$ cat src/verilog/mips_pkg.sv
`default_nettype none

package mips_pkg;

    // data or address word
    typedef logic [31:0] word_t;

    // access size, same codes as inst_size/data_size on the core
    typedef logic [1:0] size_t;

    localparam size_t SIZE_BYTE = 2'b00;
    localparam size_t SIZE_HALF = 2'b01;
    localparam size_t SIZE_WORD = 2'b10;

    // top nibble selects the kernel segment
    typedef struct packed {
        logic [3:0]  seg;
        logic [27:0] offset;
    } vaddr_fields_t;

    // one address word, seen flat or as segment plus offset
    typedef union packed {
        word_t         flat;
        vaddr_fields_t f;
    } vaddr_u;

    // axi response code for a good transfer
    localparam logic [1:0] RESP_OKAY = 2'b00;

endpackage

`default_nettype wire

$ cat src/verilog/sram_if.sv
`default_nettype none

interface sram_if;

    logic              req;
    logic              wr;
    mips_pkg::size_t   size;
    mips_pkg::word_t   addr;
    mips_pkg::word_t   wdata;
    mips_pkg::word_t   rdata;
    logic              addr_ok;
    logic              data_ok;

    // pipeline side
    modport master (
        output req, wr, size, addr, wdata,
        input  rdata, addr_ok, data_ok
    );

    // bridge side
    modport slave (
        input  req, wr, size, addr, wdata,
        output rdata, addr_ok, data_ok
    );

endinterface

`default_nettype wire

$ cat src/verilog/req_handshake.sv
`default_nettype none

module req_handshake (
    input  logic clk,
    input  logic rst_n,
    input  logic cpu_req,
    input  logic addr_ok,
    input  logic data_ok,
    output logic req,
    output logic cpu_data_ok
);

    // high between addr_ok and data_ok
    logic waiting_q;

    // no new request until the previous one has completed
    assign req         = cpu_req && !waiting_q;
    assign cpu_data_ok = waiting_q && data_ok;

    always_ff @(posedge clk) begin
        if (!rst_n) begin
            waiting_q <= 1'b0;
        end else if (!waiting_q) begin
            if (req && addr_ok) begin
                waiting_q <= 1'b1;
            end
        end else if (data_ok) begin
            waiting_q <= 1'b0;
        end
    end

    // completion from the bridge only for an accepted request
    a_no_data_ok_idle: assert property (
        @(posedge clk) disable iff (!rst_n)
        data_ok |-> waiting_q
    );

    // bridge accepts only what was asked for
    a_addr_ok_needs_req: assert property (
        @(posedge clk) disable iff (!rst_n)
        addr_ok |-> req
    );

endmodule

`default_nettype wire

$ cat src/verilog/mem_port.sv
`default_nettype none

module mem_port #(
    parameter bit MAP_KSEG = 1'b0
) (
    input  logic              clk,
    input  logic              rst_n,
    input  logic              cpu_req,
    input  logic              cpu_wr,
    input  mips_pkg::size_t   cpu_size,
    input  mips_pkg::word_t   cpu_addr,
    input  mips_pkg::word_t   cpu_wdata,
    output mips_pkg::word_t   cpu_rdata,
    output logic              cpu_data_ok,
    sram_if.master            bus
);

    mips_pkg::vaddr_u vaddr;
    mips_pkg::vaddr_u paddr;

    assign vaddr.flat = cpu_addr;

    // kseg0 and kseg1 fold onto the low 512 MB
    always_comb begin
        paddr = vaddr;
        if (MAP_KSEG) begin
            case (vaddr.f.seg)
                4'h8, 4'ha: paddr.f.seg = 4'h0;
                4'h9, 4'hb: paddr.f.seg = 4'h1;
                default:    paddr.f.seg = vaddr.f.seg;
            endcase
        end
    end

    assign bus.wr    = cpu_wr;
    assign bus.size  = cpu_size;
    assign bus.addr  = paddr.flat;
    assign bus.wdata = cpu_wdata;

    assign cpu_rdata = bus.rdata;

    req_handshake u_handshake (
        .clk         (clk),
        .rst_n       (rst_n),
        .cpu_req     (cpu_req),
        .addr_ok     (bus.addr_ok),
        .data_ok     (bus.data_ok),
        .req         (bus.req),
        .cpu_data_ok (cpu_data_ok)
    );

endmodule

`default_nettype wire

$ cat src/verilog/sram_axi_bridge.sv
`default_nettype none

module sram_axi_bridge (
    input  logic              aclk,
    input  logic              rst_n,
    sram_if.slave             inst,
    sram_if.slave             data,

    output mips_pkg::word_t   araddr,
    output logic [2:0]        arsize,
    output logic              arvalid,
    input  logic              arready,

    input  mips_pkg::word_t   rdata,
    input  logic [1:0]        rresp,
    input  logic              rvalid,
    output logic              rready,

    output mips_pkg::word_t   awaddr,
    output logic [2:0]        awsize,
    output logic              awvalid,
    input  logic              awready,

    output mips_pkg::word_t   wdata,
    output logic [3:0]        wstrb,
    output logic              wvalid,
    input  logic              wready,

    input  logic [1:0]        bresp,
    input  logic              bvalid,
    output logic              bready
);

    localparam logic [1:0] ST_IDLE  = 2'd0;
    localparam logic [1:0] ST_READ  = 2'd1;
    localparam logic [1:0] ST_WRITE = 2'd2;

    logic [1:0]       state_q;
    logic             owner_data_q;
    logic             arvalid_q;
    logic             awvalid_q;
    logic             wvalid_q;
    mips_pkg::word_t  addr_q;
    mips_pkg::size_t  size_q;
    mips_pkg::word_t  wdata_q;
    logic [3:0]       wstrb_q;

    logic             accept;
    logic             sel_wr;
    mips_pkg::size_t  sel_size;
    mips_pkg::word_t  sel_addr;
    logic             r_done;
    logic             b_done;

    // byte lanes from size and the low address bits
    function automatic logic [3:0] lane_strb(mips_pkg::size_t size, logic [1:0] lo);
        case (size)
            mips_pkg::SIZE_BYTE: lane_strb = 4'b0001 << lo;
            mips_pkg::SIZE_HALF: lane_strb = lo[1] ? 4'b1100 : 4'b0011;
            default:             lane_strb = 4'b1111;
        endcase
    endfunction

    // data port has fixed priority
    assign data.addr_ok = (state_q == ST_IDLE) && data.req;
    assign inst.addr_ok = (state_q == ST_IDLE) && inst.req && !data.req;
    assign accept       = data.addr_ok || inst.addr_ok;

    assign sel_wr   = data.req ? data.wr   : inst.wr;
    assign sel_size = data.req ? data.size : inst.size;
    assign sel_addr = data.req ? data.addr : inst.addr;

    assign r_done = rvalid && rready;
    assign b_done = bvalid && bready;

    assign data.data_ok = (r_done || b_done) && owner_data_q;
    assign inst.data_ok = (r_done || b_done) && !owner_data_q;
    assign data.rdata   = rdata;
    assign inst.rdata   = rdata;

    always_ff @(posedge aclk) begin
        if (!rst_n) begin
            state_q      <= ST_IDLE;
            owner_data_q <= 1'b0;
            arvalid_q    <= 1'b0;
            awvalid_q    <= 1'b0;
            wvalid_q     <= 1'b0;
        end else begin
            case (state_q)
                ST_IDLE: begin
                    if (accept) begin
                        owner_data_q <= data.req;
                        if (sel_wr) begin
                            state_q   <= ST_WRITE;
                            awvalid_q <= 1'b1;
                            wvalid_q  <= 1'b1;
                        end else begin
                            state_q   <= ST_READ;
                            arvalid_q <= 1'b1;
                        end
                    end
                end
                ST_READ: begin
                    if (arready) begin
                        arvalid_q <= 1'b0;
                    end
                    if (r_done) begin
                        state_q <= ST_IDLE;
                    end
                end
                ST_WRITE: begin
                    if (awready) begin
                        awvalid_q <= 1'b0;
                    end
                    if (wready) begin
                        wvalid_q <= 1'b0;
                    end
                    if (b_done) begin
                        state_q <= ST_IDLE;
                    end
                end
                default: state_q <= ST_IDLE;
            endcase
        end
    end

    // request payload, captured on acceptance
    always_ff @(posedge aclk) begin
        if (accept) begin
            addr_q  <= sel_addr;
            size_q  <= sel_size;
            wdata_q <= data.req ? data.wdata : inst.wdata;
            wstrb_q <= lane_strb(sel_size, sel_addr[1:0]);
        end
    end

    assign araddr  = addr_q;
    assign arsize  = {1'b0, size_q};
    assign arvalid = arvalid_q;
    assign rready  = (state_q == ST_READ);

    assign awaddr  = addr_q;
    assign awsize  = {1'b0, size_q};
    assign awvalid = awvalid_q;
    assign wdata   = wdata_q;
    assign wstrb   = wstrb_q;
    assign wvalid  = wvalid_q;
    // response only after both address and data went out
    assign bready  = (state_q == ST_WRITE) && !awvalid_q && !wvalid_q;

    a_ar_hold: assert property (
        @(posedge aclk) disable iff (!rst_n)
        arvalid && !arready |=> arvalid && $stable(araddr)
    );

    a_aw_hold: assert property (
        @(posedge aclk) disable iff (!rst_n)
        awvalid && !awready |=> awvalid && $stable(awaddr)
    );

    a_w_hold: assert property (
        @(posedge aclk) disable iff (!rst_n)
        wvalid && !wready |=> wvalid && $stable(wdata) && $stable(wstrb)
    );

    // no error path back to the pipeline
    a_resp_okay: assert property (
        @(posedge aclk) disable iff (!rst_n)
        (r_done -> rresp == mips_pkg::RESP_OKAY) && (b_done -> bresp == mips_pkg::RESP_OKAY)
    );

endmodule

`default_nettype wire

$ cat src/verilog/mem_unit_top.sv
`default_nettype none

module mem_unit_top (
    input  logic              aclk,
    input  logic              rst_n,

    input  logic              inst_cpu_req,
    input  mips_pkg::word_t   inst_cpu_addr,
    output mips_pkg::word_t   inst_rdata,
    output logic              inst_data_ok,

    input  logic              data_cpu_req,
    input  logic              data_cpu_wr,
    input  mips_pkg::size_t   data_cpu_size,
    input  mips_pkg::word_t   data_cpu_addr,
    input  mips_pkg::word_t   data_cpu_wdata,
    output mips_pkg::word_t   data_rdata,
    output logic              data_data_ok,

    output mips_pkg::word_t   araddr,
    output logic [2:0]        arsize,
    output logic              arvalid,
    input  logic              arready,
    input  mips_pkg::word_t   rdata,
    input  logic [1:0]        rresp,
    input  logic              rvalid,
    output logic              rready,
    output mips_pkg::word_t   awaddr,
    output logic [2:0]        awsize,
    output logic              awvalid,
    input  logic              awready,
    output mips_pkg::word_t   wdata,
    output logic [3:0]        wstrb,
    output logic              wvalid,
    input  logic              wready,
    input  logic [1:0]        bresp,
    input  logic              bvalid,
    output logic              bready
);

    sram_if inst_bus ();
    sram_if data_bus ();

    // fetch is always a word read
    mem_port #(
        .MAP_KSEG (1'b0)
    ) inst_port (
        .clk         (aclk),
        .rst_n       (rst_n),
        .cpu_req     (inst_cpu_req),
        .cpu_wr      (1'b0),
        .cpu_size    (mips_pkg::SIZE_WORD),
        .cpu_addr    (inst_cpu_addr),
        .cpu_wdata   ('0),
        .cpu_rdata   (inst_rdata),
        .cpu_data_ok (inst_data_ok),
        .bus         (inst_bus.master)
    );

    mem_port #(
        .MAP_KSEG (1'b1)
    ) data_port (
        .clk         (aclk),
        .rst_n       (rst_n),
        .cpu_req     (data_cpu_req),
        .cpu_wr      (data_cpu_wr),
        .cpu_size    (data_cpu_size),
        .cpu_addr    (data_cpu_addr),
        .cpu_wdata   (data_cpu_wdata),
        .cpu_rdata   (data_rdata),
        .cpu_data_ok (data_data_ok),
        .bus         (data_bus.master)
    );

    sram_axi_bridge u_bridge (
        .aclk, .rst_n,
        .inst (inst_bus.slave),
        .data (data_bus.slave),
        .araddr, .arsize, .arvalid, .arready,
        .rdata, .rresp, .rvalid, .rready,
        .awaddr, .awsize, .awvalid, .awready,
        .wdata, .wstrb, .wvalid, .wready,
        .bresp, .bvalid, .bready
    );

endmodule

`default_nettype wire

$ cat config.mk
export PLATFORM = sky130hd
export DESIGN_NAME = mem_unit_top
export DESIGN_NICKNAME = d
export VERILOG_FILES = /design/src/verilog/mips_pkg.sv /design/src/verilog/sram_if.sv /design/src/verilog/req_handshake.sv /design/src/verilog/mem_port.sv /design/src/verilog/sram_axi_bridge.sv /design/src/verilog/mem_unit_top.sv
export SDC_FILE = /design/constraint.sdc
export NUM_CORES = 1
export LEC_CHECK = 0
export BUFFER_PORTS_ARGS = -buffer_cell sky130_fd_sc_hd__buf_2
export CAP_MARGIN = 20
export CORE_AREA = 3 3 124 126
export CTS_BUF_LIST = sky130_fd_sc_hd__clkbuf_16
export DETAILED_ROUTE_END_ITERATION = 8
export DIE_AREA = 0 0 127 129
export GPL_ROUTABILITY_DRIVEN = 0
export HOLD_SLACK_MARGIN = 0.08
export SYNTH_ARGS = -nofsm -noshare
export SYNTH_HDL_FRONTEND = slang
export SYNTH_SLANG_ARGS = --single-unit
$ cat constraint.sdc
create_clock -name aclk -period 6.9 [get_ports aclk]
set_input_delay 1.38 -clock aclk [delete_from_list [all_inputs] [get_ports aclk]]
set_output_delay 1.38 -clock aclk [all_outputs]
set_load 0.05 [all_outputs]
==> run_results.csv <==
group,metric,value,unit
status,status,"completed",
final_layout,final_common_cell,"buf_2",
clock_network,path_clk_slew,0.06,ns
synth,avgSynthCellArea,10.8,sq um
place,pre_cts_ws,3.04,ns
final_layout,fill_cells,1486,
grt,grt_max_degree,71,
final_layout,regArea,2260,sq um
final_layout,final_cell_mix,"218 x buf_2, 97 x nand2_1, 70 x edfxtp_1",
die,start_util,0.273,
die,dieArea,16400,sq um
grt,grt_pass1_vias,2694,
grt,globalRouteOverflowTotal,0,
timing,rsz0062_at_grt,"false",
timing,hold-worst-slack,0.494,ns
detailed_routing,drt_iter0_markers,81,
power_and_ir_drop,power_per_cell_area,366,nW/um^2
final_layout,design_area,4800,sq um
clock_network,cts_tree,"done",
detailed_routing,drcViolationCount,0,
detailed_routing,viasPerCell,4.10,
timing,setup_tns,0,ns
power_and_ir_drop,pwr-share-clk,0.282,
critical_path,cp_max_fo,4,
synth,synth.distinct_cells,28,
power_and_ir_drop,p_sw,0.706,mW
final_layout,postLayoutCoreUtil,0.333,
clock_network,clock_latency,0.33,ns
die,rows,44,
min_path,hold_class,"flip-flop to flip-flop",
clock_network,clockRootBuffer,"clkbuf_16",
power_and_ir_drop,worst_ir_drop_vdd,144,uV
detailed_routing,wl_per_cell,14.7,um
synth,ys_seq_elements,78,
clock_network,holdBufCountCts,0,
synth,synth_area,3940,sq um
synth,synth_cells,366,
power_and_ir_drop,p_int,1.05,mW
power_and_ir_drop,cellLeakagePower,2.28,nW
critical_path,critPathBufInv,2,
timing,slew_viol_final,0,
place,port_buffers,218,
final_layout,nets,630,
clock_network,cts_sinks,78,
clock_network,cts_resized,0,
grt,grt_pass1_wl,14000,um
critical_path,worstSetupStartpointType,"input port",
timing,min_period_over_period,0.556,
die,num_io_pins,321,
critical_path,end_kind,"primary output",
timing,worst_slew_pin_slew,0.939,ns
final_layout,n_antenna_cell,0,
timing,setup_ws,3.06,ns
power_and_ir_drop,switching_share,0.402,
synth,yosys_warnings,0,
die,die_y,129,um
clock_network,clk_path_buf_depth,2,
power_and_ir_drop,seqPwrFrac,0.369,
timing,setup_viol,0,
grt,grt_usage,0.112,
power_and_ir_drop,total_power,1.76,mW
critical_path,path_class,"input port to primary output",
die,core,14400,sq um
final_layout,multiInputGateArea,872,sq um
power_and_ir_drop,power_frac_comb,0.349,
timing,skew,0.00885,ns
final_layout,final_layout_size_suffix_gt1_frac,0.495,
detailed_routing,wl,9910,um
detailed_routing,vias,2768,
detailed_routing,dr.pass1.iters,4,
final_layout,stdcell_count,675,
place,dpl.hpwl,7910,um
timing,relSlewSlack,0.374,
place,place_area,4490,sq um
synth,seq_area_frac_synth,0.574,
critical_path,worstPathArrival,2.46,ns
critical_path,cpPeakStageDelay,0.36,ns
detailed_routing,ant_nets,0,
critical_path,slowest_stage,"nor3b_1",
critical_path,crit_family,"simple AND/OR/NAND/NOR gates",
critical_path,crit_required,5.52,ns
grt,antenna_found_initial,0,
final_layout,area_growth,21.8,%
critical_path,crit_chain,"buf_2, nor3b_1, a22oi_2, nor3b_1, buf_2",
clock_network,cts-buffers-inserted,9,
clock_network,htreeDepth,3,
die,fp.dieW,127,um
place,dp.cells,659,
flow_run,max_cap_violations,0,
clock_network,cts_setup_buffers,0,
timing,layout_min_cycle_time,3.84,ns
timing,max_freq,0.261,GHz
timing,hold_violations,0,
## area by class of cell
class	instances	area share
clock buffers	9	0.0469
clock inverters	7	0.0188
inverters	6	0.00469
multi-input cells	172	0.182
flip-flops and latches	78	0.471
well taps	184	0.0480
repair buffers	219	0.229
## state kept, by name, summed over array words and instances, names as in the netlist
| register | flops |
|---|---|
| u_bridge.araddr | 32 |
| u_bridge.wdata | 32 |
| u_bridge.wstrb | 4 |
| u_bridge.size_q | 2 |
| u_bridge.state_q | 2 |
| data_port.u_handshake.waiting_q | 1 |
| inst_port.u_handshake.waiting_q | 1 |
| u_bridge.arvalid | 1 |
| u_bridge.awvalid | 1 |
| u_bridge.owner_data_q | 1 |
| u_bridge.wvalid | 1 |
## cell families (layout without fill, tap and decap cells)
logic type,Yosys count,in the layout,synth area share
simple gates,150,150,0.179
buf+inv,117,241,0.210
flops,78,78,0.574
compound gates,19,19,0.0340
other cells,1,2,0.000951
mux,1,1,0.00254
## synthesized netlist by cell type
| master | count | area [sq um] |
|---|---|---|
| nand2b_4 | 1 | 13.8 |
| a2111oi_2 | 2 | 30.0 |
| nand3_1 | 1 | 5.00 |
| o21ai_0 | 7 | 35.0 |
| nor3b_1 | 2 | 15.0 |
| and2_1 | 33 | 206 |
| buf_2 | 7 | 35.0 |
| nor3_2 | 1 | 10.0 |
| clkbuf_1 | 3 | 11.3 |
| or3_1 | 1 | 6.26 |
| o21ai_1 | 1 | 5.00 |
| nand2b_1 | 3 | 18.8 |
| edfxtp_1 | 70 | 2100 |
| nor2_1 | 5 | 18.8 |
| a2111oi_1 | 1 | 10.0 |
| a21oi_1 | 6 | 30.0 |
| nor2b_2 | 1 | 8.76 |
| mux2i_1 | 1 | 10.0 |
| buf_4 | 101 | 758 |
| nor2b_1 | 3 | 18.8 |
| a22oi_2 | 1 | 12.5 |
| nor4_1 | 1 | 6.26 |
| conb_1 | 1 | 3.75 |
| inv_1 | 6 | 22.5 |
| nand2_1 | 97 | 364 |
| o221a_1 | 1 | 11.3 |
| nor2b_4 | 1 | 13.8 |
| dfxtp_1 | 8 | 160 |
## per-layer routing
metal  vias to the layer above  routed length, um  global-route usage
li1                       1330                  -                   -
met1                      1247               3330               0.109
met2                       160               5320               0.207
met3                        31                978              0.0419
met4                         0                282              0.0587
met5                         -                  0                   0
## power groups by stage
stage          logic (mW)  clock network [mW]  registers, mW
3_3_place_gp        0.619                   0          0.655
2_1_floorplan       0.363                   0          0.910
3_5_place_dp        0.620                   0          0.661
6_report            0.614               0.495          0.649
5_1_grt             0.644               0.535          0.657
4_1_cts             0.621               0.512          0.651
## final timing paths
path	start	end	slack [ns]	cells after the start
worst min-delay path	inst_port.u_handshake.waiting_q	inst_port.u_handshake.waiting_q	0.49	2
worst max-delay path	bvalid	inst_data_ok	3.06	5
worst min register to register	inst_port.u_handshake.waiting_q	inst_port.u_handshake.waiting_q	0.49	2
worst max register to register	data_port.u_handshake.waiting_q	u_bridge.araddr[8]	4.65	3
## tightest hold or removal path, delay by kind of cell (launching register included)
| family | cells | cell delay [ns] |
|---|---|---|
| AOI/OAI and AO/OA | 2 | 0.14 |
| DFF | 1 | 0.31 |
Note: power is estimated with default switching activity, not from simulation.
